===== src/aline_settings.svh =====
`ifndef ALINE_SETTINGS_SVH
`define ALINE_SETTINGS_SVH

// ==============================
// acquisition sizes
// ==============================

// adc sample width in bits
`define ALINE_SAMPLE_W 14

// line buffer index and sample counter width, 2048 entries
`define ALINE_ADDR_W 11

// samples per a-line after reset
`define ALINE_DEFAULT_NSAMPLES 1170

// ==============================
// axi4-lite bus
// ==============================
`define AXI_ADDR_W 5
`define AXI_DATA_W 32

`endif


===== src/aline_pkg.sv =====
`include "aline_settings.svh"

package aline_pkg;

	// ==============================
	// sequencer states
	// ==============================
	typedef enum logic [1:0] {
		IDLE    = 2'd0,
		ARMED   = 2'd1,
		CAPTURE = 2'd2,
		DONE    = 2'd3
	} acq_state_t;

	// ==============================
	// register map, byte addresses
	// ==============================
	typedef enum logic [`AXI_ADDR_W-1:0] {
		CTRL     = `AXI_ADDR_W'h00,
		NSAMPLES = `AXI_ADDR_W'h04,
		STATUS   = `AXI_ADDR_W'h08,
		RDPTR    = `AXI_ADDR_W'h0C,
		RDDATA   = `AXI_ADDR_W'h10
	} reg_addr_t;

	// axi response codes in use
	typedef enum logic [1:0] {
		OKAY   = 2'd0,
		SLVERR = 2'd2
	} axi_resp_t;

endpackage


===== src/acq_ctrl_if.sv =====
`timescale 1ns/1ps
`include "aline_settings.svh"

interface acq_ctrl_if;

	// ==============================
	// configuration from registers
	// ==============================

	// samples per line
	logic [`ALINE_ADDR_W-1:0] nsamples;
	// one-cycle arm request
	logic arm;
	// readback format select
	logic offset_binary;

	// ==============================
	// status from sequencer
	// ==============================
	logic busy;
	logic done;
	// samples written so far
	logic [`ALINE_ADDR_W-1:0] count;

	// register block side
	modport csr_mp (
		output nsamples,
		output arm,
		output offset_binary,
		input  busy,
		input  done,
		input  count
	);

	// sequencer side
	modport seq_mp (
		input  nsamples,
		input  arm,
		input  offset_binary,
		output busy,
		output done,
		output count
	);

endinterface


===== src/aline_csr.sv =====
`timescale 1ns/1ps
`include "aline_settings.svh"

module aline_csr (
	input  logic                      clk_system,
	input  logic                      global_reset_n,
	// write address and data
	input  logic [`AXI_ADDR_W-1:0]    awaddr,
	input  logic                      awvalid,
	output logic                      awready,
	input  logic [`AXI_DATA_W-1:0]    wdata,
	input  logic [`AXI_DATA_W/8-1:0]  wstrb,
	input  logic                      wvalid,
	output logic                      wready,
	output aline_pkg::axi_resp_t      bresp,
	output logic                      bvalid,
	input  logic                      bready,
	// read address and data
	input  logic [`AXI_ADDR_W-1:0]    araddr,
	input  logic                      arvalid,
	output logic                      arready,
	output logic [`AXI_DATA_W-1:0]    rdata,
	output aline_pkg::axi_resp_t      rresp,
	output logic                      rvalid,
	input  logic                      rready,
	// control and status towards sequencer
	acq_ctrl_if.csr_mp                ctrl,
	// line buffer read port
	output logic [`ALINE_ADDR_W-1:0]  rd_addr,
	input  logic [`ALINE_SAMPLE_W-1:0] rd_data
);

	logic                     w_accept;
	logic                     r_accept;
	// read accepted last cycle, buffer word on its way
	logic                     rd_wait;
	aline_pkg::reg_addr_t     rd_sel;
	logic [`ALINE_ADDR_W-1:0] rd_ptr;
	logic [`ALINE_SAMPLE_W-1:0] rd_word;

	// ==============================
	// handshakes
	// ==============================

	// both channels taken together, only with no response held
	assign w_accept = awvalid && wvalid && !bvalid;
	assign awready  = w_accept;
	assign wready   = w_accept;

	// one read in flight at a time
	assign r_accept = arvalid && !rd_wait && !rvalid;
	assign arready  = r_accept;

	assign rd_addr  = rd_ptr;

	// sign bit flip for offset binary
	assign rd_word  = rd_data ^ {ctrl.offset_binary, {(`ALINE_SAMPLE_W-1){1'b0}}};

	// ==============================
	// write side and configuration
	// ==============================
	always_ff @(posedge clk_system) begin
		if (!global_reset_n) begin
			bvalid             <= 1'b0;
			ctrl.arm           <= 1'b0;
			ctrl.offset_binary <= 1'b0;
			ctrl.nsamples      <= `ALINE_ADDR_W'(`ALINE_DEFAULT_NSAMPLES);
			rd_ptr             <= '0;
		end else begin
			// arm lasts one cycle
			ctrl.arm <= 1'b0;
			if (bvalid && bready)
				bvalid <= 1'b0;
			// pointer steps after each RDDATA word goes out
			if (rd_wait && rd_sel == aline_pkg::RDDATA)
				rd_ptr <= rd_ptr + 1'b1;
			if (w_accept) begin
				bvalid <= 1'b1;
				bresp  <= aline_pkg::OKAY;
				case (aline_pkg::reg_addr_t'(awaddr))
					aline_pkg::CTRL: begin
						if (wstrb[0]) begin
							ctrl.arm           <= wdata[0];
							ctrl.offset_binary <= wdata[1];
						end
					end
					aline_pkg::NSAMPLES: begin
						if (wstrb[0])
							ctrl.nsamples[7:0] <= wdata[7:0];
						if (wstrb[1])
							ctrl.nsamples[`ALINE_ADDR_W-1:8] <= wdata[`ALINE_ADDR_W-1:8];
					end
					aline_pkg::RDPTR: begin
						// host write wins over a readback step
						if (wstrb[0])
							rd_ptr[7:0] <= wdata[7:0];
						if (wstrb[1])
							rd_ptr[`ALINE_ADDR_W-1:8] <= wdata[`ALINE_ADDR_W-1:8];
					end
					// STATUS and RDDATA are read only
					default: bresp <= aline_pkg::SLVERR;
				endcase
			end
		end
	end

	// ==============================
	// read side
	// ==============================
	always_ff @(posedge clk_system) begin
		if (!global_reset_n) begin
			rd_wait <= 1'b0;
			rvalid  <= 1'b0;
		end else begin
			rd_wait <= r_accept;
			if (rvalid && rready)
				rvalid <= 1'b0;
			if (rd_wait)
				rvalid <= 1'b1;
		end
	end

	// address latch and read mux, payload only
	always_ff @(posedge clk_system) begin
		if (r_accept)
			rd_sel <= aline_pkg::reg_addr_t'(araddr);
		if (rd_wait) begin
			rresp <= aline_pkg::OKAY;
			case (rd_sel)
				aline_pkg::CTRL:     rdata <= `AXI_DATA_W'({ctrl.offset_binary, 1'b0});
				aline_pkg::NSAMPLES: rdata <= `AXI_DATA_W'(ctrl.nsamples);
				// count in 26:16, done and busy at the bottom
				aline_pkg::STATUS:   rdata <= `AXI_DATA_W'({ctrl.count, 14'd0, ctrl.done, ctrl.busy});
				aline_pkg::RDPTR:    rdata <= `AXI_DATA_W'(rd_ptr);
				aline_pkg::RDDATA:   rdata <= `AXI_DATA_W'(rd_word);
				default: begin
					rdata <= '0;
					rresp <= aline_pkg::SLVERR;
				end
			endcase
		end
	end

endmodule


===== src/flat_wrapper.sv =====
// flat-port wrapper written by rule: the top's interface ports become plain ports
module aline_csr_flat 
  (clk_system, global_reset_n, awaddr, awvalid, awready, wdata, wstrb, wvalid, wready, bresp, bvalid, bready, araddr, arvalid, arready, rdata, rresp, rvalid, rready, rd_addr, rd_data, ctrl_nsamples, ctrl_arm, ctrl_offset_binary, ctrl_busy, ctrl_done, ctrl_count);
  acq_ctrl_if ctrl_i ();
  input  logic clk_system;
  input  logic global_reset_n;
  input  logic [`AXI_ADDR_W-1:0] awaddr;
  input  logic awvalid;
  output logic awready;
  input  logic [`AXI_DATA_W-1:0] wdata;
  input  logic [`AXI_DATA_W/8-1:0] wstrb;
  input  logic wvalid;
  output logic wready;
  output aline_pkg::axi_resp_t bresp;
  output logic bvalid;
  input  logic bready;
  input  logic [`AXI_ADDR_W-1:0] araddr;
  input  logic arvalid;
  output logic arready;
  output logic [`AXI_DATA_W-1:0] rdata;
  output aline_pkg::axi_resp_t rresp;
  output logic rvalid;
  input  logic rready;
  output logic [`ALINE_ADDR_W-1:0] rd_addr;
  input  logic [`ALINE_SAMPLE_W-1:0] rd_data;
  output wire logic [$bits(ctrl_i.nsamples)-1:0] ctrl_nsamples;
  output wire logic [$bits(ctrl_i.arm)-1:0] ctrl_arm;
  output wire logic [$bits(ctrl_i.offset_binary)-1:0] ctrl_offset_binary;
  input wire logic [$bits(ctrl_i.busy)-1:0] ctrl_busy;
  input wire logic [$bits(ctrl_i.done)-1:0] ctrl_done;
  input wire logic [$bits(ctrl_i.count)-1:0] ctrl_count;
  assign ctrl_nsamples = ctrl_i.nsamples;
  assign ctrl_arm = ctrl_i.arm;
  assign ctrl_offset_binary = ctrl_i.offset_binary;
  assign ctrl_i.busy = ctrl_busy;
  assign ctrl_i.done = ctrl_done;
  assign ctrl_i.count = ctrl_count;
  aline_csr u_core (.clk_system(clk_system), .global_reset_n(global_reset_n), .awaddr(awaddr), .awvalid(awvalid), .awready(awready), .wdata(wdata), .wstrb(wstrb), .wvalid(wvalid), .wready(wready), .bresp(bresp), .bvalid(bvalid), .bready(bready), .araddr(araddr), .arvalid(arvalid), .arready(arready), .rdata(rdata), .rresp(rresp), .rvalid(rvalid), .rready(rready), .ctrl(ctrl_i), .rd_addr(rd_addr), .rd_data(rd_data));
endmodule

===== config.mk =====
export PLATFORM = sky130hd
export DESIGN_NAME = aline_csr_flat
export DESIGN_NICKNAME = d
export VERILOG_FILES = /design/src/aline_pkg.sv /design/src/acq_ctrl_if.sv /design/src/aline_csr.sv /design/src/flat_wrapper.sv
export VERILOG_INCLUDE_DIRS = /design/src /design/src/src
export SDC_FILE = /design/constraint.sdc
export NUM_CORES = 1
export LEC_CHECK = 0
export ABC_AREA = 1
export BUFFER_PORTS_ARGS = -buffer_cell sky130_fd_sc_hd__buf_2
export CAP_MARGIN = 25
export CORE_ASPECT_RATIO = 0.6
export CORE_MARGIN = 2
export CORE_UTILIZATION = 25
export CTS_BUF_LIST = sky130_fd_sc_hd__clkbuf_2
export DETAILED_ROUTE_END_ITERATION = 8
export PLACE_DENSITY = 0.58
export SLEW_MARGIN = 15
export SYNTH_ARGS = -nofsm -noshare
export SYNTH_HDL_FRONTEND = slang
export SYNTH_SLANG_ARGS = --single-unit

===== constraint.sdc =====
create_clock -name clk_system -period 3.8 [get_ports clk_system]
set_input_delay 0.76 -clock clk_system [delete_from_list [all_inputs] [get_ports clk_system]]
set_output_delay 0.76 -clock clk_system [all_outputs]
set_load 0.02 [all_outputs]

# ---- After elaboration in Yosys (flattened, before gate mapping)
# Index checks and enable logic that the tools add are counted.
# W data, S select, Z words.
dict set report op_classes {
  n_addsub 1
  n_eq_ne 6
  muxes 12
  reduce_logical 21
  n_bitwise 1
}
# cell n
set op_table {}
lappend op_table {{$pmux W27 S5} 1}
lappend op_table {{$mux W11} 3}
lappend op_table {{$eq A5 B4 Y1 const B} 3}
lappend op_table {{$xor A14 B14 Y14} 1}
lappend op_table {{$add A11 B1 Y11 const B} 1}
lappend op_table {{$eq A5 B3 Y1 const B} 2}
lappend op_table {{$logic_not A5 Y1} 2}
lappend op_table {{$reduce_and A3 Y1} 3}
lappend op_table {{$mux W8} 1}
lappend op_table {{$logic_and A1 B1 Y1} 7}
lappend op_table {{$eq A5 B5 Y1 const B} 1}
lappend op_table {{$reduce_or A5 Y1} 1}
lappend op_table {{$mux W1} 4}
lappend op_table {{$mux W2} 2}
lappend op_table {{$reduce_and A4 Y1} 1}
lappend op_table {{$reduce_bool A2 Y1} 2}
lappend op_table {{$logic_not A1 Y1} 3}
lappend op_table {{$mux W3} 1}
lappend op_table {{$reduce_or A3 Y1} 1}
lappend op_table {{$reduce_and A2 Y1} 1}
dict set report totals {
  output_inout_bits 65
  wordCells 53
  regBits 68
  in_bits 80
}

# ---- Longest topological paths before layout
dict set report depth {
  ltp_word 6
  depth_mapped 10
  ltp_nobuf 10
}

# ---- Least setup slack after synthesis
# OpenSTA, ideal clock, no wires.
dict set report synth_path {
  path_kind {input to output}
  start {input arvalid}
  end {output arready}
  n_path_buf 0
  t_required_ns 3.040
  path_stages 2
  arrival_time_ns 1.581
  slack_ns 1.459
  path_cell_list {inv_1 nor3_1}
}
dict set report synth_via {
  elab_chain_len 2
}
# item line
set synth_rtl {}
lappend synth_rtl {{start: declaration} flat_wrapper.sv:18} ;# input logic arvalid;
lappend synth_rtl {{$logic_and A1 B1 Y1 (2 in series)} aline_csr.sv:51} ;# assign r_accept = arvalid && !rd_wait && !rvalid;
lappend synth_rtl {{end: declaration} flat_wrapper.sv:19} ;# output logic arready;
# Every way passes these cells.

# ---- Worst setup path in the final report
dict set report layout_path {
  start {register u_core.rvalid}
  end {output arready}
}
dict set report layout_via {
  elab_chain_len 2
}
# item line
set layout_rtl {}
lappend layout_rtl {{start: declaration} aline_csr.sv:24} ;# output logic rvalid,
lappend layout_rtl {{start signal: assignment} aline_csr.sv:113} ;# rvalid <= 1'b0;
lappend layout_rtl {{start signal: assignment} aline_csr.sv:117} ;# rvalid <= 1'b0;
lappend layout_rtl {{start signal: assignment} aline_csr.sv:119} ;# rvalid <= 1'b1;
lappend layout_rtl {{$logic_not A1 Y1} aline_csr.sv:51}
lappend layout_rtl {{$logic_and A1 B1 Y1} aline_csr.sv:51}
# Every way passes these cells.

==> flow_summary_export.csv <==
group,metric,value,unit
run_status,status,"finished clean",
die,core_area,0.0112,mm²
clock_tree,cts_made_buffers,9,
cells_and_area,antenna_cells,0,
sta,maxSlewHeadroom,48.3,%
grt,grt_pass1_wl,12800,µm
synth,synth_cells,340,
clock_tree,htreeDepth,3,
sta,fmax,395,MHz
sta,worst_slew_pin_slew,0.770,ns
grt,grt_use_met3,5.47,%
worst_setup_path,required,3.04,ns
synth,synth_seq_cells,59,
cells_and_area,multiInputGateArea,0.00101,mm²
die,fp.dieW,142,µm
clock_tree,cts_setup_buffers,0,
grt,track_usage,14.1,%
clock_tree,clk_latency,0.49,ns
cells_and_area,final_common_cell,"buf_2",
clock_tree,ctsHoldBuffers,0,
die,rows,30,
min_path,min_path_type,"in -> reg",
grt,grtUsageMet1,21.0,%
cells_and_area,layout_common_cells,"112 x buf_2, 63 x nand2_1, 63 x inv_1, 43 x nor2_1, 32 x edfxtp_1",
clock_tree,cts_max_path_buffers,2,
die,die-area,0.0123,mm²
synth,async_reset_ff_share,0,%
cells_and_area,layout-drive-gt1-share,29.4,%
synth,synth_edf_count,32,
power_and_ir_drop,power_frac_seq,52.0,%
sta,maxSlewViolCount,0,
sta,finalSetupTns,0,ns
clock_tree,clk_pin_slew,0.17,ns
sta,finalSetupViolations,0,
synth,synthDistinctLibCells,31,
drt,avgViaCountPerCell,4.23,
die,initial_utilization,25.4,%
synth,avgSynthCellArea,8.36,µm²
grt,grt_pass1_vias,2370,
grt,grt_max_degree,30,
worst_setup_path,cp_data_arrival_time,1.77,ns
min_path,worstHoldPathCells,1,
drt,drt_iter0_markers,120,
sta,rsz0062_at_grt,"no",
place,dp_slack,1.25,ns
power_and_ir_drop,powerDensity,369,mW/mm²
grt,grt-busiest-layer,"met1",
worst_setup_path,worst-setup-path-type,"reg -> out",
power_and_ir_drop,p_switching,0.000336,W
power_and_ir_drop,irDropWorstVdd,0.000140,V
synth,yosys_warnings,0,
drt,firstDrtPassIters,4,
power_and_ir_drop,leakage,1.75,nW
cells_and_area,nets,535,
sta,finalCritPeriodShare,66.7,%
power_and_ir_drop,p_int,0.00101,W
grt,grt_util_met2,18.9,%
synth,yosysSeqAreaShare,52.8,%
power_and_ir_drop,switching_share,25.0,%
drt,vias,2552,
drt,post_drt_wl_per_cell,14.0,µm
die,die_h,86.6,µm
synth,synth_area,0.00284,mm²
worst_setup_path,endpoint_kind,"primary output",
sta,final-hold-violation-count,0,
clock_tree,cts.sinks,59,
place,dp.final_hpwl,6560,µm
die,boundaryPins,145,
grt,antenna_found_initial,0,
clock_tree,root_buffer,"clkbuf_2",
worst_setup_path,crit_fanout,6,
cells_and_area,syn2layout_area_growth,28.6,%
worst_setup_path,rr_worst_depth,3,
synth,ys.flop_type,"edfxtp_1",
flow_run,maxCapViolCount,0,
worst_setup_path,start_kind,"flip-flop",
clock_tree,post_cts_resized,0,
drt,drc,0,
sta,fin_ws,1.27,ns
place,gp_congestion,0.821,
place,numPortBuffers,112,
cells_and_area,fill_cells,1252,
sta,skew,0.0268,ns
cells_and_area,regArea,0.00150,mm²
sta,fin_crit,2.53,ns
power_and_ir_drop,power_frac_comb,9.5,%
clock_tree,tritoncts,"yes",
grt,grt_overflow,0,
drt,ant_nets,0,
power_and_ir_drop,pwr-share-clk,38.5,%
drt,finalWirelength,8450,µm
## cell families after synthesis
| family | synth area share (%) |
|---|---|
| and+or+nand+nor | 24.7 |
| buffers and inverters | 12.6 |
| DFF | 52.8 |
| AOI/OAI and AO/OA | 8.63 |
| xor gates and xnor gates | 0.617 |
| adders and majority gates | 0.440 |
| other | 0.132 |
## power groups by stage
stage	sequential, W	combinational, W	clock, W
2_1_floorplan	0.000737	0.0000528	0
3_3_place_gp	0.000714	0.000127	0
3_5_place_dp	0.000715	0.000129	0
4_1_cts	0.000701	0.000129	0.000542
5_1_grt	0.000703	0.000141	0.000568
6_report	0.000701	0.000128	0.000519
## area by class of cell
type                       count  share of cell area (%)
clock buffer                   9                    1.23
clock inverter                 7                    2.91
sequential                    59                    41.1
inverter                      64                    6.58
timing repair buffer         113                    15.5
multi-input combinational    207                    27.7
tap                          144                    4.93
## flip-flops by register name (all words and copies together), names as in the netlist
signal                     cells
u_core.rd_addr                11
u_core.rd_sel                  5
u_core.ctrl.arm                1
u_core.ctrl.offset_binary      1
u_core.ctrl.nsamples          11
u_core.bvalid                  1
u_core.rresp                   1
u_core.rd_wait                 1
u_core.rdata                  25
u_core.bresp                   1
u_core.rvalid                  1
## synthesized netlist by cell type (all sizes together), types with 3 or more instances
| library cell | n | area, µm² |
|---|---|---|
| clkbuf | 3 | 11.3 |
| o221ai | 6 | 52.6 |
| nor2 | 47 | 201 |
| edfxtp | 32 | 961 |
| nand3 | 31 | 173 |
| nand2 | 64 | 243 |
| o21ai | 11 | 55.1 |
| a21oi | 12 | 60.1 |
| nand4 | 6 | 37.5 |
| nor3 | 6 | 35.0 |
| inv | 64 | 240 |
| dfxtp | 27 | 541 |
| buf | 15 | 106 |
| o211ai | 8 | 60.1 |
## routing by layer
metal	vias up	share of wire, %	routed length (µm)
met5	-	0	0
met4	0	0.51	43
met3	5	9.5	801
met2	106	39	3250
met1	1120	51	4350
li1	1321	-	-
## per-stage QoR
| step | std cells | total power [W] | hold WS, ns | area, µm² | util [%] |
|---|---|---|---|---|---|
| 2_1_floorplan | 348 | 0.000790 | 0.531 | 2870 | - |
| 3_3_place_gp | 587 | 0.000841 | 0.450 | 3500 | 31.3 |
| 3_5_place_dp | 587 | 0.000844 | 0.464 | 3500 | 31.3 |
| 4_1_cts | 603 | 0.00137 | 0.374 | 3650 | 32.7 |
| 5_1_grt | 603 | 0.00141 | 0.373 | 3650 | 32.7 |
| 6_report | 603 | 0.00135 | 0.440 | 3650 | 32.7 |
## worst paths after layout
path / from / end / slack (ns)
hold reg to reg: u_core.ctrl.nsamples[0] / u_core.ctrl.nsamples[0] / 0.48
setup reg to reg: u_core.rd_sel[4] / u_core.rdata[10] / 2.03
hold / removal: araddr[0] / u_core.rd_sel[0] / 0.44
setup / recovery: u_core.rvalid / arready / 1.27
## critical path: stages, from the launching register on
cell	delay, ns
dfxtp_1	0.36
nor3_1	0.65
buf_2	0.29
Power figures use the tool's default switching activity.
