$ cat config.mk
export PLATFORM = sky130hd
export DESIGN_NAME = aline_sequencer_flat
export DESIGN_NICKNAME = d
export VERILOG_FILES = /design/src/aline_pkg.sv /design/src/acq_ctrl_if.sv /design/src/aline_sequencer.sv /design/src/flat_wrapper.sv
export VERILOG_INCLUDE_DIRS = /design/src /design/src/src
export SDC_FILE = /design/constraint.sdc
export NUM_CORES = 1
export LEC_CHECK = 0
export ABC_AREA = 1
export BUFFER_PORTS_ARGS = -buffer_cell sky130_fd_sc_hd__buf_4
export CORE_ASPECT_RATIO = 2
export CORE_MARGIN = 1.5
export CORE_UTILIZATION = 50
export CTS_CLUSTER_DIAMETER = 200
export CTS_CLUSTER_SIZE = 8
export DETAILED_ROUTE_END_ITERATION = 7
export GPL_ROUTABILITY_DRIVEN = 0
export GPL_TIMING_DRIVEN = 0
export PLACE_DENSITY_LB_ADDON = 0.3
export SYNTH_ARGS = -nofsm -noshare
export SYNTH_HDL_FRONTEND = slang
export SYNTH_SLANG_ARGS = --single-unit
$ cat constraint.sdc
create_clock -name clk_system -period 2 [get_ports clk_system]
set_clock_uncertainty 0.1 [all_clocks]
set_input_delay 0.3 -clock clk_system [delete_from_list [all_inputs] [get_ports clk_system]]
set_output_delay 0.3 -clock clk_system [all_outputs]
set_load 0.005 [all_outputs]
$ cat src/aline_settings.svh
`ifndef ALINE_SETTINGS_SVH
`define ALINE_SETTINGS_SVH

// ==============================
// acquisition sizes
// ==============================

// adc sample width in bits
`define ALINE_SAMPLE_W 14

// line buffer index and sample counter width, 2048 entries
`define ALINE_ADDR_W 11

// samples per a-line after reset
`define ALINE_DEFAULT_NSAMPLES 1170

// ==============================
// axi4-lite bus
// ==============================
`define AXI_ADDR_W 5
`define AXI_DATA_W 32

`endif

$ cat src/aline_pkg.sv
`include "aline_settings.svh"

package aline_pkg;

	// ==============================
	// sequencer states
	// ==============================
	typedef enum logic [1:0] {
		IDLE    = 2'd0,
		ARMED   = 2'd1,
		CAPTURE = 2'd2,
		DONE    = 2'd3
	} acq_state_t;

	// ==============================
	// register map, byte addresses
	// ==============================
	typedef enum logic [`AXI_ADDR_W-1:0] {
		CTRL     = `AXI_ADDR_W'h00,
		NSAMPLES = `AXI_ADDR_W'h04,
		STATUS   = `AXI_ADDR_W'h08,
		RDPTR    = `AXI_ADDR_W'h0C,
		RDDATA   = `AXI_ADDR_W'h10
	} reg_addr_t;

	// axi response codes in use
	typedef enum logic [1:0] {
		OKAY   = 2'd0,
		SLVERR = 2'd2
	} axi_resp_t;

endpackage

$ cat src/acq_ctrl_if.sv
`timescale 1ns/1ps
`include "aline_settings.svh"

interface acq_ctrl_if;

	// ==============================
	// configuration from registers
	// ==============================

	// samples per line
	logic [`ALINE_ADDR_W-1:0] nsamples;
	// one-cycle arm request
	logic arm;
	// readback format select
	logic offset_binary;

	// ==============================
	// status from sequencer
	// ==============================
	logic busy;
	logic done;
	// samples written so far
	logic [`ALINE_ADDR_W-1:0] count;

	// register block side
	modport csr_mp (
		output nsamples,
		output arm,
		output offset_binary,
		input  busy,
		input  done,
		input  count
	);

	// sequencer side
	modport seq_mp (
		input  nsamples,
		input  arm,
		input  offset_binary,
		output busy,
		output done,
		output count
	);

endinterface

$ cat src/aline_sequencer.sv
`timescale 1ns/1ps
`include "aline_settings.svh"

module aline_sequencer (
	input  logic                       clk_system,
	input  logic                       global_reset_n,
	// sweep trigger and adc samples, already on clk_system
	input  logic                       trigger,
	input  logic [`ALINE_SAMPLE_W-1:0] adc_data,
	acq_ctrl_if.seq_mp                 ctrl,
	// line buffer write port
	output logic                       wr_en,
	output logic [`ALINE_ADDR_W-1:0]   wr_addr,
	output logic [`ALINE_SAMPLE_W-1:0] wr_data,
	output logic [`ALINE_ADDR_W-1:0]   sample_pos
);

	aline_pkg::acq_state_t      state;
	logic                       trig_q;
	logic                       trig_d;
	logic                       trig_rise;
	logic [`ALINE_SAMPLE_W-1:0] adc_q;
	// next buffer address to fill
	logic [`ALINE_ADDR_W-1:0]   pos;

	assign trig_rise  = trig_q && !trig_d;
	assign sample_pos = pos;

	// status straight from the state
	assign ctrl.busy  = (state == aline_pkg::ARMED) || (state == aline_pkg::CAPTURE);
	assign ctrl.done  = (state == aline_pkg::DONE);

	// ==============================
	// sample path
	// ==============================

	// input register, then write register
	// pos is zero while armed so the first write lands at 0
	always_ff @(posedge clk_system) begin
		adc_q   <= adc_data;
		wr_data <= adc_q;
		wr_addr <= pos;
	end

	// ==============================
	// capture FSM
	// ==============================
	always_ff @(posedge clk_system) begin
		if (!global_reset_n) begin
			state      <= aline_pkg::IDLE;
			trig_q     <= 1'b0;
			trig_d     <= 1'b0;
			wr_en      <= 1'b0;
			pos        <= '0;
			ctrl.count <= '0;
		end else begin
			trig_q <= trigger;
			trig_d <= trig_q;
			wr_en  <= 1'b0;
			// count follows the writes that reach the buffer
			if (wr_en)
				ctrl.count <= ctrl.count + 1'b1;
			case (state)
				aline_pkg::IDLE,
				aline_pkg::DONE: begin
					if (ctrl.arm) begin
						ctrl.count <= '0;
						pos        <= '0;
						// empty line finishes at once
						state <= (ctrl.nsamples == '0) ? aline_pkg::DONE : aline_pkg::ARMED;
					end
				end
				aline_pkg::ARMED: begin
					if (trig_rise) begin
						// sample 0 already sits in adc_q
						state <= aline_pkg::CAPTURE;
						wr_en <= 1'b1;
						pos   <= pos + 1'b1;
					end
				end
				aline_pkg::CAPTURE: begin
					if (pos >= ctrl.nsamples) begin
						// last write goes in on this edge
						state <= aline_pkg::DONE;
					end else begin
						wr_en <= 1'b1;
						pos   <= pos + 1'b1;
					end
				end
				default: state <= aline_pkg::IDLE;
			endcase
		end
	end

endmodule

$ cat src/flat_wrapper.sv
// flat-port wrapper written by rule: the top's interface ports become plain ports
module aline_sequencer_flat 
  (clk_system, global_reset_n, trigger, adc_data, wr_en, wr_addr, wr_data, sample_pos, ctrl_nsamples, ctrl_arm, ctrl_offset_binary, ctrl_busy, ctrl_done, ctrl_count);
  acq_ctrl_if ctrl_i ();
  input  logic clk_system;
  input  logic global_reset_n;
  input  logic trigger;
  input  logic [`ALINE_SAMPLE_W-1:0] adc_data;
  output logic wr_en;
  output logic [`ALINE_ADDR_W-1:0] wr_addr;
  output logic [`ALINE_SAMPLE_W-1:0] wr_data;
  output logic [`ALINE_ADDR_W-1:0] sample_pos;
  input wire logic [$bits(ctrl_i.nsamples)-1:0] ctrl_nsamples;
  input wire logic [$bits(ctrl_i.arm)-1:0] ctrl_arm;
  input wire logic [$bits(ctrl_i.offset_binary)-1:0] ctrl_offset_binary;
  output wire logic [$bits(ctrl_i.busy)-1:0] ctrl_busy;
  output wire logic [$bits(ctrl_i.done)-1:0] ctrl_done;
  output wire logic [$bits(ctrl_i.count)-1:0] ctrl_count;
  assign ctrl_i.nsamples = ctrl_nsamples;
  assign ctrl_i.arm = ctrl_arm;
  assign ctrl_i.offset_binary = ctrl_offset_binary;
  assign ctrl_busy = ctrl_i.busy;
  assign ctrl_done = ctrl_i.done;
  assign ctrl_count = ctrl_i.count;
  aline_sequencer u_core (.clk_system(clk_system), .global_reset_n(global_reset_n), .trigger(trigger), .adc_data(adc_data), .ctrl(ctrl_i), .wr_en(wr_en), .wr_addr(wr_addr), .wr_data(wr_data), .sample_pos(sample_pos));
endmodule
### After elaboration in Yosys (flattened, before gate mapping)

Index checks and enable logic that the tools add are counted.
W data, S select, Z words.

| operators by class | value |
|---|---|
| $add $sub $neg | 2 |
| $lt $le $gt $ge | 1 |
| equal/unequal tests | 7 |
| multiplexer cells | 15 |
| reductions and logical operators | 8 |

Operators with widths:

| cell | count |
|---|---|
| $mux W11 | 6 |
| $pmux W11 S3 | 1 |
| $add A11 B1 Y11 const B | 2 |
| $ge A11 B11 Y1 | 1 |
| $logic_not A11 Y1 | 1 |
| $mux W2 | 4 |
| $ne A2 B2 Y1 const B | 3 |
| $pmux W2 S3 | 1 |
| $reduce_and A3 Y1 | 2 |
| $eq A2 B2 Y1 const B | 2 |
| $eq A2 B1 Y1 const B | 1 |
| $logic_not A2 Y1 | 1 |
| $mux W1 | 2 |
| $ne A2 B1 Y1 const B | 1 |
| $pmux W1 S2 | 1 |
| $reduce_or A2 Y1 | 1 |
| $logic_and A1 B1 Y1 | 1 |
| $logic_not A1 Y1 | 1 |
| $logic_or A1 B1 Y1 | 1 |

| word-level totals | value |
|---|---|
| register bits | 66 |
| input port bits | 30 |
| output and inout bits | 50 |
| word-level logic and storage cells | 42 |

### Longest topological paths before layout

Gate-level depths: netlist (run 1).

| logic depth | value |
|---|---|
| depth in word-level cells | 4 |
| gate-level depth with buffers | 13 |

### Least setup slack after synthesis (run 1)

Ideal clock, no wire load.

| path | value |
|---|---|
| path type | reg2reg |
| from | register u_core.pos[0] (netlist: u_core.sample_pos[0]) |
| to | register u_core.pos[7] (netlist: u_core.sample_pos[7]) |
| library setup time | 0.119 ns |
| arrival | 1.620 ns |
| data required time | 1.781 ns |
| path slack | 0.161 ns |
| cell stages (with the launch flop) | 12 |
| buffers on the path | 2 |
| period minus slack after synthesis | 1.839 ns |
| path through | dfxtp_1 -> buf_2 -> inv_1 -> ha_1 -> nand3_1 -> nand3b_1 -> nand2_2 -> o21bai_4 -> nand2_4 -> buf_6 -> nand3_1 -> o21ai_1 |

| on the way | value |
|---|---|
| word-level cells in the longest chain between the ends | 3 |

Ends and longest elaborated chain:

| item | RTL line | source |
|---|---|---|
| start, declared | aline_sequencer.sv:24 | `` logic [`ALINE_ADDR_W-1:0] pos; `` |
| start signal, assigned | aline_sequencer.sv:78 | `pos <= pos + 1'b1;` |
| start signal, assigned | aline_sequencer.sv:87 | `pos <= pos + 1'b1;` |
| $add A11 B1 Y11 or $ge A11 B11 Y1 (tied branches) | aline_sequencer.sv:78, aline_sequencer.sv:87, aline_sequencer.sv:82 |  |
| $mux W11 (tied with other cells) | aline_sequencer.sv:82 | `if (pos >= ctrl.nsamples) begin` |
| $pmux W11 S3 or $reduce_and A3 Y1 (tied branches) | n/a |  |

Several ways; a longest one is shown, not always the timed one. The select of a mux whose other input is x is not followed.
A chain may end at the register's enable or synchronous reset.

### Final worst setup path (run 1)

| path | value |
|---|---|
| from | register u_core.pos[2] (netlist: u_core.sample_pos[2]) |
| to | register u_core.pos[8] (netlist: u_core.sample_pos[8]) |

Same word-level chain as after synthesis.

==> impl.org, run 1 <==
** Route
- For this block, the initial DRC count from the detailed router was 46.
- Number of nets with antenna violations after routing :: 0
- Detail-routed net length per standard cell :: 13.0 µm
- After detailed routing, the total wire length is between 6 and 7 mm.
- The routed layout has approximately 2300 vias.
- The first detailed-routing pass ran for 5 iterations.
- Final routed DRC violation total :: 0
- Drt via density :: about 4.9

** Yosys
- Synthesis warning total :: 0
- Synthesis produced a netlist whose cell count is 304.
- Cells taking the most area after synthesis :: sky130_fd_sc_hd__dfxtp_1 51%, sky130_fd_sc_hd__ha_1 8.3%, sky130_fd_sc_hd__nand2_1 8.2%, sky130_fd_sc_hd__inv_1 6.0%, sky130_fd_sc_hd__nand3_1 5.3%
- Flip-flop and latch count after synthesis :: 66
- Count of flip-flops with a built-in enable after synthesis :: 0
- By count the netlist is led by 66 x sky130_fd_sc_hd__dfxtp_1, 56 x sky130_fd_sc_hd__nand2_1, 41 x sky130_fd_sc_hd__inv_1.
- Most used DFF post-synth :: sky130_fd_sc_hd__dfxtp_1
- Summing the sequential cell areas from Yosys gives 51.4% of the chip area.
- Counting every net in the synthesized netlist gives about 350.
- Synthesized area divided by synthesized cell count :: between 8 and 9 µm²
- The top cell type by area accounts for ~51% of the synthesized area.
- Largest area contributor in the synthesized netlist :: sky130_fd_sc_hd__dfxtp_1
- Fraction of registers with async set or reset after synthesis :: 0%
- Summing every instance area after synthesis gives between 2000 and 3000 µm².
- Number of different library cells in the post-synthesis netlist :: 32
- Dominant cell by count in the synthesized netlist :: sky130_fd_sc_hd__dfxtp_1

** Clock tree
- The H-tree was split into 3 levels.
- Maximum root-to-sink buffer count :: 2
- After clock tree synthesis, the clock-pin slew on the worst setup and hold paths is roughly 0.07 ns.
- The clock reaches the later pin of the worst-skew pair after about 0.34 ns.
- TritonCTS sink count :: between 60 and 70
- Root Driver :: sky130_fd_sc_hd__clkbuf_8
- TritonCTS built the clock tree.
- Total CTS buffers :: 9

** Timing
- WHS :: ~0.057 ns
- Based on the critical path, the design can be clocked at up to 529 MHz.
- The worst path uses a little over nine tenths of the clock period.
- Worst Setup Slack, final :: roughly 0.11 ns
- Pins over their slew limit :: 0
- In the final timing run, aggregate negative setup slack is 0 ns.
- Setup repair after global routing left no endpoint under its margin.
- Final worst path period need :: 1.89 ns
- The count of endpoints failing hold in the final timing report came to 0.
- Setup violations, final :: 0
- Transition time at the pin with the least slew margin :: roughly 0.32 ns
- In this run the tightest slew margin relative to its limit is about four fifths.

** GRT
- Antenna violations before repair :: 0
- Entering global routing, the biggest net connects 14 pins.
- All-Layer GR Usage :: 23.3%
- Wire length of the first global-routing pass :: about 9.7 mm
- The number of global-route vias before repair was between 2000 and 2500.
- Global routing finished with a remaining overflow of 0.

** Placed design
- At the placement stage, the worst setup path has a slack of -0.0955 ns.
- Buffers placed on the I/O ports in this run total a little under 80.
- Final HPWL from detailed placement :: approximately 4.4 mm
- After detailed placement, the total cell area comes to approximately 3200 µm².

** Critical path
- STA classifies the critical path endpoint as a register.
- Crit path launch type :: register
- Required arrival time at the worst endpoint :: around 2.1 ns
- Arrival time at the worst endpoint :: about 2 ns
- The worst setup path is of the register to register kind.
- Top fanout value on the critical path :: 10

** Pwr
- Leakage power figure :: 1.69 nW
- Power Density :: roughly 950 nW/µm²
- Summing internal, switching and leakage power gives between 3 and 4 mW.
- VDD sags by at most 985 µV.

** Finish
- Share of cells above drive strength 1 :: between 30% and 40%
- For this run, the post-layout net count is about 460.
- The number of antenna diodes in the final layout is 0.
- Compared with the post-synthesis result, the final layout area differs by 41.0%.
- Fill cells in the final layout number 379.
- Once layout is done, the placed cells without fillers occupy ~3600 µm².

** Floorplanning
- Once the floorplan was initialized, standard cells occupied between 50% and 60% of the core.
- The die is ~54 µm wide.
- Count of boundary I/O pins :: 80
- The die covers ~5600 µm².
- Measured along the y axis, the die boundary spans around 100 µm.
- Num rows :: 36
- Core area :: 4910 µm²

** Job
- Number of max-cap violations :: 0

** Hold path
- The worst hold path belongs to the class input pin to register.

** Outcome
- Outcome :: finished, final reports clean
[metal layers]
metal  GRT usage [%]  up-vias  part of all wire (%)
li1                -     1183                     -
met1            20.7     1059                    36
met2            43.3       73                    57
met3            5.32       16                   4.1
met4            13.4        0                   3.1
met5               0        -                     0
[report_power, final]
group | total [mW] | leakage (nW) | internal [mW] | switching, mW
Sequential | 1.47 | 0.549 | 1.41 | 0.0671
Clock | 1.12 | 0.0962 | 0.584 | 0.532
Combinational | 0.862 | 1.04 | 0.397 | 0.465
[worst paths after layout]
path,depth (start not counted),slack (ns),to,start
max,10,0.11,u_core.sample_pos[8],u_core.sample_pos[2]
min,3,0.06,u_core.trig_q,trigger
max reg2reg,10,0.11,u_core.sample_pos[8],u_core.sample_pos[2]
min reg2reg,0,0.22,u_core.wr_data[8],u_core.adc_q[8]
[registers in the layout, indices dropped and copies added, names as in the netlist]
register,cells
u_core.ctrl.count,11
u_core.sample_pos,11
u_core.wr_en,1
u_core.trig_q,1
u_core.wr_data,14
u_core.adc_q,14
u_core.state,2
u_core.wr_addr,11
u_core.trig_d,1
[area by class of cell]
| cell class | count | area (µm²) | area share, % |
|---|---|---|---|
| timing repair buffer | 95 | 752 | 20.8 |
| tap | 57 | 71.3 | 1.97 |
| clock buffer | 9 | 124 | 3.42 |
| sequential | 66 | 1340 | 36.9 |
| inverter | 43 | 163 | 4.49 |
| buffer | 5 | 42.5 | 1.17 |
| multi-input combinational | 190 | 1060 | 29.2 |
| clock inverter | 7 | 76.3 | 2.11 |
[layout by cell type (no fill, tap or decap), types with 2 or more instances in the layout]
master,count
sky130_fd_sc_hd__buf_6,3
sky130_fd_sc_hd__inv_6,2
sky130_fd_sc_hd__nor2_1,35
sky130_fd_sc_hd__nand4_1,3
sky130_fd_sc_hd__xor2_1,2
sky130_fd_sc_hd__nand2_1,56
sky130_fd_sc_hd__o21ai_1,4
sky130_fd_sc_hd__clkbuf_8,9
sky130_fd_sc_hd__o21ai_2,2
sky130_fd_sc_hd__nand3b_1,2
sky130_fd_sc_hd__dfxtp_1,55
sky130_fd_sc_hd__clkinv_2,2
sky130_fd_sc_hd__ha_1,17
sky130_fd_sc_hd__buf_4,82
sky130_fd_sc_hd__o21ai_0,4
sky130_fd_sc_hd__inv_1,41
sky130_fd_sc_hd__nor2_2,2
sky130_fd_sc_hd__a21oi_1,19
sky130_fd_sc_hd__nor3_1,3
sky130_fd_sc_hd__nand3_1,27
sky130_fd_sc_hd__nand2_2,3
sky130_fd_sc_hd__dlygate4sd3_1,14
sky130_fd_sc_hd__dfxtp_2,10
sky130_fd_sc_hd__clkinvlp_4,2
[stage by stage]
stage / util (%) / cells
global route: 73.8 / 472
global placement: 65.6 / 438
detailed placement: 65.6 / 438
finish: 73.8 / 472
CTS: 72.9 / 470
floorplan: - / 304
[kinds of logic (layout without fill, tap and decap cells)]
group	Yosys count	count (layout)	share of synthesized area (%)
compound gates	35	35	8.52
flops	66	66	51.4
buf+inv	48	159	7.59
xor+xnor	3	3	1.02
simple gates	135	135	23.2
fa+ha+maj	17	17	8.28
[what timing repair did]
item	4_1_cts	5_1_grt
hold endpoints to repair	14	0
buffers inserted	2	2
pin swaps	1	1
resized for setup	4	15
hold buffers	14	0
setup endpoints to repair	11	16
[worst max-delay path: stages, from the launching register on]
cell and delay [ns]:
sky130_fd_sc_hd__dfxtp_2 0.45, sky130_fd_sc_hd__ha_1 0.30, sky130_fd_sc_hd__a21oi_1 0.15, sky130_fd_sc_hd__nand2_1 0.07, sky130_fd_sc_hd__nand2_1 0.09, sky130_fd_sc_hd__nand2_2 0.07
sky130_fd_sc_hd__o21bai_4 0.19, sky130_fd_sc_hd__nand2_4 0.07, sky130_fd_sc_hd__buf_6 0.15, sky130_fd_sc_hd__nand2_1 0.06, sky130_fd_sc_hd__a21oi_1 0.05
Power figures use the tool's default switching activity.
==> run 2, diff against run 1 <==
- RECOVER_POWER: default -> 50
==> run 2 against run 1 <==
Net effect: count of clock-buffer cells in the layout is the same; global-route usage unchanged; via count is 0.94% higher; total power barely moved; register-to-register slack hardly changed; hold slack about the same; combinational power about the same; highest routed layer unchanged.
==> impl.org, run 2 (synthesized netlist as in run 1, its figures left out) <==
** Critical path
- R2r worst-path depth :: 10 (unchanged)
- The maximum net fanout on the critical path is 10 (unchanged).
- Type of the worst setup path :: register to register
- Crit path launch type :: register
- CP Capture Type :: register
- Worst r2r dst :: u_core.sample_pos[7]
- Critical register-to-register path startpoint :: u_core.sample_pos[2]
- Register-to-register setup slack :: 0.10 ns (about the same)
- The endpoint required time on the critical path was 2.12 ns (+0.02 ns).
- Arrival time at the worst endpoint :: 2.02 ns (+0.03 ns)

** Hold path
- The worst hold path depth is 3 (unchanged).
- Class of the tightest hold or removal check :: input pin to register
- Hold Path Sink :: u_core.trig_q
- Origin of the worst min-delay path :: trigger

** Pwr
- The overall power of the completed layout came to 3.45 mW (about the same).
- Leakage power figure :: 1.67 nW (-1.1%)
- The power density normalized to cell area was 956 nW/µm² (+0.33%).
- The maximum vdd ir drop is 988 µV (+0.31%).

** Finish
- Layout-stage area growth over the synthesis result :: 40.7%
- The final design instance area without fill was 3610 µm² (-0.24%).
- The library cell used most frequently in the layout, excluding fill and tap cells, is sky130_fd_sc_hd__nand2_1.
- Net count, final :: 457 (unchanged)
- Share of cells above drive strength 1 :: 30.1% (-0.72 points)
- In the final layout, the registers with the most flip-flops are u_core.adc_q x14, u_core.wr_data x14.
- Filler cell count in the final layout :: 382 (+0.79%)
- The antenna diode count was 0 (unchanged).
- Highest-count cells in the layout ignoring fill and taps :: 56 x sky130_fd_sc_hd__nand2_1, 55 x sky130_fd_sc_hd__dfxtp_1, 51 x sky130_fd_sc_hd__buf_4, 41 x sky130_fd_sc_hd__inv_1, 35 x sky130_fd_sc_hd__nor2_1
- Fraction of the core area covered by cells at the end of the flow :: 73.6% (-0.18 points)

** Job
- The number of maximum-capacitance violations was 0 (unchanged).

** Floorplanning
- The effective utilization at floorplan was 52.3% (unchanged).
- Die ar. :: 5610 µm² (unchanged)
- The core footprint came to 4910 µm² (unchanged).
- The placement row count was 36 (unchanged).
- Die Ht :: 104 µm (unchanged)
- Count of boundary I/O pins :: 80 (unchanged)
- The x dimension of the die was 53.7 µm (unchanged).

** Route
- The number of nets still failing antenna checks after routing is 0 (unchanged).
- Final Routed Wirelength :: 6.18 mm (+0.36%)
- Final routed DRC violation total :: 0 (unchanged)
- Detail-routed net length per standard cell :: 13.1 µm (+0.36%)
- The total vias in the final route came to 2353 (+0.94%).
- The violation count after the first detailed-route iteration is 49 (+6.5%).
- The via density per instance was 4.99 (+0.94%).
- Pre-Repair DR Iteration Count :: 5 (unchanged)

** Clock tree
- TritonCTS sink count :: 66 (unchanged)
- The maximum number of buffers from clock root to sink came to 2 (unchanged).
- Root Driver :: sky130_fd_sc_hd__clkbuf_8
- The clock insertion delay at the later pin of the skew report came to 0.33 ns (about the same).
- CTS tree :: built
- H-tree depth reported by CTS :: 3 (unchanged)
- The number of buffers created by CTS was 9 (unchanged).
- The clock-pin slew reported for the worst setup and hold paths after clock tree synthesis is 0.07 ns (about the same).

** GRT
- Number of global-route vias before repair :: 2279 (unchanged)
- Total congestion overflow :: 0 (unchanged)
- Pin count of the biggest net entering global routing :: 14 (unchanged)
- Wire length of the first global-routing pass :: 9.65 mm (unchanged)
- All-Layer GR Usage :: 23.3% (unchanged)
- The initial antenna violation count came to 0 (unchanged).

** Placed design
- The sum of net half-perimeters after detailed placement was 4.40 mm (unchanged).
- I/O Buffers :: 77 (unchanged)
- Area post-placement :: 3220 µm² (unchanged)

** Timing
- Transition time at the pin with the least slew margin :: 0.530 ns (+0.206 ns)
- Unrepaired setup endpoints after global routing :: false
- The worst slew slack as a fraction of its limit came to 64.6% (-14 points).
- Final period utilization :: 94.9% (+0.43 points)
- The number of max-slew violations in the final report was 0 (unchanged).
- Highest achievable clock rate :: 527 MHz (-0.46%)
- Hold Vio Cnt, Final :: 0 (unchanged)
- WHS :: 0.0575 ns (+0.000285 ns)
- Setup violations, final :: 0 (unchanged)
- Final worst path period need :: 1.90 ns (+0.00867 ns)

** Outcome
- Outcome :: finished, final reports clean
==> run 2: cell count changes in the layout (fill, tap and decap cells not counted) <==
cell                       previous run  this run
sky130_fd_sc_hd__clkbuf_1             0         3
sky130_fd_sc_hd__buf_4               82        51
sky130_fd_sc_hd__buf_2                1         0
sky130_fd_sc_hd__clkbuf_4             0        29
==> run 2: layout make-up <==
| class | count | area [µm²] | share of cell area, % |
|---|---|---|---|
| buffer | 5 | 41.3 | 1.14 |
| clock buffer | 9 | 124 | 3.43 |
| timing repair buffer | 95 | 744 | 20.6 |
| tap | 57 | 71.3 | 1.97 |
| clock inverter | 7 | 76.3 | 2.11 |
| sequential | 66 | 1340 | 37.0 |
| multi-input combinational | 190 | 1060 | 29.2 |
| inverter | 43 | 163 | 4.50 |
==> run 2: what timing repair did <==
action,CTS,global route
endpoints found under the setup margin,11,16
hold buffers,14,0
pin swaps,1,1
setup buffers,2,2
hold endpoints to repair,14,0
resized for setup,4,15
==> run 2: power by group <==
part / switching [mW] / total [mW] / internal [mW]
registers: 0.0674 / 1.47 / 1.41
clock network: 0.535 / 1.12 / 0.584
logic: 0.468 / 0.862 / 0.393
total: 1.07 / 3.45 / 2.38
==> run 2: worst max-delay path by stage <==
| stage | from | end | slack (ns) | depth (start not counted) |
|---|---|---|---|---|
| 3_5_place_dp | u_core.sample_pos[0] | u_core.sample_pos[7] | -0.1 | 11 |
| 6_report | u_core.sample_pos[2] | u_core.sample_pos[7] | 0.10 | 10 |
| 3_3_place_gp | u_core.sample_pos[0] | u_core.sample_pos[4] | -0.06 | 11 |
| 2_1_floorplan | u_core.sample_pos[0] | u_core.sample_pos[7] | 0.16 | 11 |
| 5_1_grt | u_core.sample_pos[9] | u_core.sample_pos[4] | 0.008 | 10 |
| 4_1_cts | u_core.sample_pos[3] | u_core.sample_pos[0] | 0.006 | 11 |
==> run 2: metrics by stage <==
| stage | setup slack (ns) | cells | TNS [ns] |
|---|---|---|---|
| 2_1_floorplan | 0.161 | 304 | 0 |
| 3_3_place_gp | -0.0604 | 438 | -0.488 |
| 3_5_place_dp | -0.0955 | 438 | -0.781 |
| 4_1_cts | 0.00591 | 470 | 0 |
| 5_1_grt | 0.00819 | 472 | 0 |
| 6_report | 0.102 | 472 | 0 |
==> run 2: layer usage <==
layer / vias to the layer above / GRT usage, % / wire [µm] / share of wire [%]
met5: - / 0 / 0 / 0
met4: 0 / 13.4 / 239 / 3.9
met3: 25 / 5.32 / 248 / 4.0
met2: 83 / 43.3 / 3470 / 56
met1: 1063 / 20.7 / 2220 / 36
li1: 1182 / - / - / -
==> run 2: critical path, stage by stage (launching register included) <==
cell                       delay (ns)
sky130_fd_sc_hd__dfxtp_2         0.45
sky130_fd_sc_hd__ha_1            0.30
sky130_fd_sc_hd__a21oi_1         0.15
sky130_fd_sc_hd__nand2_1         0.07
sky130_fd_sc_hd__nand2_1         0.09
sky130_fd_sc_hd__nand2_2         0.07
sky130_fd_sc_hd__o21bai_4        0.19
sky130_fd_sc_hd__nand2_4         0.07
sky130_fd_sc_hd__buf_6           0.15
sky130_fd_sc_hd__nand3_1         0.07
sky130_fd_sc_hd__o21ai_1         0.07
==> run 3, diff against run 2 <==
- ABC_AREA: 1 -> default
- CORE_UTILIZATION: 50 -> 49
- MAX_ROUTING_LAYER: default -> met4
==> run 3 against run 2 <==
Net effect: the run now ends with negative setup slack left; synthesized area down 8.6%; sequential share of layout area is 0.45 points lower; register-to-register slack got worse by 0.18 ns; setup slack worse by 0.18 ns; critical path type unchanged.
==> impl.org, run 3 <==
** Timing
- WHS :: 0.0717 ns (+0.0142 ns)
- The worst slew slack as a fraction of its limit was 58.5% (-6.1 points).
- The fmax came to 481 MHz (-8.7%).
- Unrepaired setup endpoints after global routing :: true
- The setup TNS is -0.124 ns (-0.124 ns).
- The total of endpoints with negative setup slack in the final report is 3 (+3).
- The final worst setup slack was -0.0789 ns (-0.181 ns).
- The number of max-slew violations in the final report is 0 (unchanged).
- Final worst path period need :: 2.08 ns (+0.181 ns)
- The count of endpoints failing hold in the final timing report is 0 (unchanged).
- The portion of the clock cycle consumed by the worst path in the final layout was 104% (+9.0 points).
- Transition time at the pin with the least slew margin :: 0.622 ns (+0.0919 ns)

** Route
- The number of iterations in the first detailed-routing pass came to 4 (-1).
- The count of unresolved DRC violations after routing is 0 (unchanged).
- Final Routed Wirelength :: 6.13 mm (-0.89%)
- The via density per instance was 5.22 (+4.7%).
- Total via count after detailed routing :: 2108 (-10%)
- Number of nets with antenna violations after routing :: 0 (unchanged)
- Detail-routed net length per standard cell :: 15.2 µm (+16%)
- Violation count after the first detailed-route iteration :: 61 (+24%)

** Clock tree
- Worst-skew pair later-pin latency :: 0.33 ns (about the same)
- The root buffer cell chosen for the clock tree is sky130_fd_sc_hd__clkbuf_8.
- TritonCTS sink count :: 66 (unchanged)
- The deepest level of the CTS H-tree was 3 (unchanged).
- TritonCTS built the clock tree.
- Maximum root-to-sink buffer count :: 2 (unchanged)
- Total CTS buffers :: 9 (unchanged)
- Clock transition time at the flip-flop clock pins of the worst setup and hold paths :: 0.07 ns (about the same)

** Pwr
- Power Density :: 1010 nW/µm² (+5.2%)
- Highest ir drop seen on vdd :: 799 µV (-19%)
- The static leakage was 1.63 nW (-2.6%).

** Placed design
- The number of buffers added on ports came to 78 (+1.3%).
- The sum of net half-perimeters after detailed placement was 3.68 mm (-16%).
- The worst slack at placement was -0.290 ns (-0.195 ns).
- The area of placed instances was 3010 µm² (-6.6%).

** Yosys
- The synthesized area came to 2350 µm² (-8.6%).
- Area share of the leading cell type in the synthesized netlist :: 56.2% (+4.8 points)
- The share of synthesized registers carrying an async set or reset is 0% (unchanged).
- Ranked by total cell area, the synthesized netlist is headed by sky130_fd_sc_hd__dfxtp_1 56%, sky130_fd_sc_hd__ha_1 9.1%, sky130_fd_sc_hd__nor2_1 3.5%, sky130_fd_sc_hd__a21oi_1 3.2%, sky130_fd_sc_hd__inv_1 2.7%.
- The number of distinct library cells after synthesis came to 35 (+9.4%).
- Share of synthesized area occupied by flip-flops and latches :: 56.2% (+4.8 points)
- The mean post-synth cell area came to 10.1 µm² (+20%).
- Synthesis warning total :: 0 (unchanged)
- Most frequent cells after synthesis :: 66 x sky130_fd_sc_hd__dfxtp_1, 22 x sky130_fd_sc_hd__nor2_1, 17 x sky130_fd_sc_hd__ha_1, 17 x sky130_fd_sc_hd__inv_1
- The number of flops mapped to enable cells by yosys is 0 (unchanged).
- The post-synth net total was 279 (-21%).
- Among all cell types in the netlist, the one instantiated most often is sky130_fd_sc_hd__dfxtp_1.
- Among all flip-flop cells after synthesis, the most frequent one is sky130_fd_sc_hd__dfxtp_1.
- Flip-flop and latch count after synthesis :: 66 (unchanged)
- Largest area contributor in the synthesized netlist :: sky130_fd_sc_hd__dfxtp_1
- Post-synthesis instance total :: 232 (-24%)

** Finish
- The proportion of layout cells with a drive suffix above 1 was 45.8% (+16 points).
- Leaving out fill and tap cells, the most frequent cell in the layout is sky130_fd_sc_hd__buf_4.
- The largest registers in the layout are u_core.adc_q x14, u_core.wr_data x14.
- Highest-count cells in the layout ignoring fill and taps :: 87 x sky130_fd_sc_hd__buf_4, 53 x sky130_fd_sc_hd__dfxtp_1, 20 x sky130_fd_sc_hd__nor2_1, 14 x sky130_fd_sc_hd__inv_1, 14 x sky130_fd_sc_hd__dlygate4sd3_1
- Net count, final :: 391 (-14%)
- Filler cell count in the final layout :: 276 (-28%)
- Design area :: 3710 µm² (+2.6%)
- Fraction of the core area covered by cells at the end of the flow :: 80.6% (+7.0 points)
- Layout-stage area growth over the synthesis result :: 57.8%
- ANT cells :: 0 (unchanged)

** Critical path
- The delay of the slowest cell on the worst path was 0.39 ns (-0.06 ns).
- Cell mode on critical path :: sky130_fd_sc_hd__a21oi_2
- The worst setup path is of the register to register kind.
- Critical Path Slowest Stage Cell :: sky130_fd_sc_hd__dfxtp_4
- The worst setup path is launched from a register.
- Required arrival time at the worst endpoint :: 2.09 ns (-0.03 ns)
- Crit path buffers/inverters :: 1 (unchanged)
- Top fanout value on the critical path :: 10 (unchanged)
- The cell family contributing the most delay on the critical path is compound AO/OA/AOI/OAI gates.
- Traced cell by cell, the critical path runs through ha_4 > a21oi_2 > o21ai_2 > a31oi_4 > o21ai_4 > buf_6 > o21ai_0 > a21oi_2.
- Arrival time at the worst endpoint :: 2.17 ns (+0.15 ns)
- CP Capture Type :: register

** Floorplanning
- Die boundary width :: 52.0 µm (-3.2%)
- The total die area came to 5240 µm² (-6.4%).
- Num rows :: 35 (-2.8%)
- Die Ht :: 101 µm (-3.3%)
- The number of top-level pins is 80 (unchanged).
- The effective utilization at floorplan was 51.1% (-1.2 points).
- Core area :: 4600 µm² (-6.3%)

** GRT
- The pin count of the biggest net entering global routing is 14 (unchanged).
- The total congestion overflow came to 0 (unchanged).
- Wire length of the first global-routing pass :: 8.91 mm (-7.7%)
- Antenna violations before repair :: 0 (unchanged)
- Number of global-route vias before repair :: 1953 (-14%)
- The total routing resource utilization after global routing is 23.6% (+0.29 points).

** Hold path
- The path class of the tightest hold or removal check is input pin to register.

** Job
- Number of max-cap violations :: 0 (unchanged)

** Outcome
- The final reports fail on negative setup slack.
- The flow ran to the end, but the final reports show violations.
[run 3: kinds of logic after synthesis]
family	synth area share, %
flip-flops	56.2
AO/OA/AOI/OAI	10.8
adder cells (fa/ha/maj)	9.05
XOR/XNOR	2.61
AND/OR/NAND/NOR	16.2
buffers and inverters	4.21
multiplexers	0.852
[run 3: worst register-to-register path, cell delays in order, from the launching register on]
cell                      delay (ns)
sky130_fd_sc_hd__dfxtp_4        0.39
sky130_fd_sc_hd__ha_4           0.22
sky130_fd_sc_hd__a21oi_2        0.16
sky130_fd_sc_hd__o21ai_2        0.10
sky130_fd_sc_hd__a31oi_4        0.22
sky130_fd_sc_hd__o21ai_4        0.13
sky130_fd_sc_hd__buf_6          0.16
sky130_fd_sc_hd__o21ai_0        0.36
sky130_fd_sc_hd__a21oi_2        0.11
[run 3: repair_timing]
item | CTS | global route
setup endpoints to repair | 13 | 23
setup buffers | 9 | 1
pin swaps | 10 | 10
gates resized for setup | 37 | 34
endpoints found under the hold margin | 14 | 0
hold buffers | 14 | 0
[run 3: final cells by class]
cell class / count / area (µm²) / share of cell area, %
plain buffers: 5 / 28.8 / 0.776
clock buffers: 9 / 124 / 3.34
clock inverters: 7 / 77.6 / 2.09
inverters: 18 / 67.6 / 1.82
multi-input cells: 142 / 1180 / 31.9
flip-flops and latches: 66 / 1360 / 36.6
well taps: 55 / 68.8 / 1.86
repair buffers: 102 / 805 / 21.7
[run 3: path summary, 6_finish.rpt]
kind / start / endpoint / slack, ns / depth (start not counted)
setup / recovery: u_core.sample_pos[6] / u_core.sample_pos[7] / -0.08 / 8
hold / removal: trigger / u_core.trig_q / 0.07 / 2
setup reg to reg: u_core.sample_pos[6] / u_core.sample_pos[7] / -0.08 / 8
hold reg to reg: u_core.adc_q[4] / u_core.wr_data[4] / 0.22 / 0
[run 3: through the flow]
| stage | instances | total power, mW |
|---|---|---|
| global route | 404 | 3.91 |
| CTS | 404 | 3.64 |
| finish | 404 | 3.73 |
| global placement | 365 | 2.26 |
| floorplan | 232 | 1.98 |
| detailed placement | 365 | 2.28 |
[run 3: power breakdown]
| group | total [mW] | internal (mW) | switching (mW) |
|---|---|---|---|
| logic | 1.17 | 0.555 | 0.614 |
| clock network | 1.11 | 0.583 | 0.522 |
| registers | 1.45 | 1.40 | 0.0514 |
| total | 3.73 | 2.54 | 1.19 |
[run 3: routing by layer]
layer / track usage, % / part of all wire (%) / vias up
met5: - / 0 / -
met4: 10.7 / 1.8 / 0
met3: 4.60 / 5.2 / 11
met2: 41.5 / 56 / 78
met1: 24.4 / 37 / 996
li1: - / - / 1023
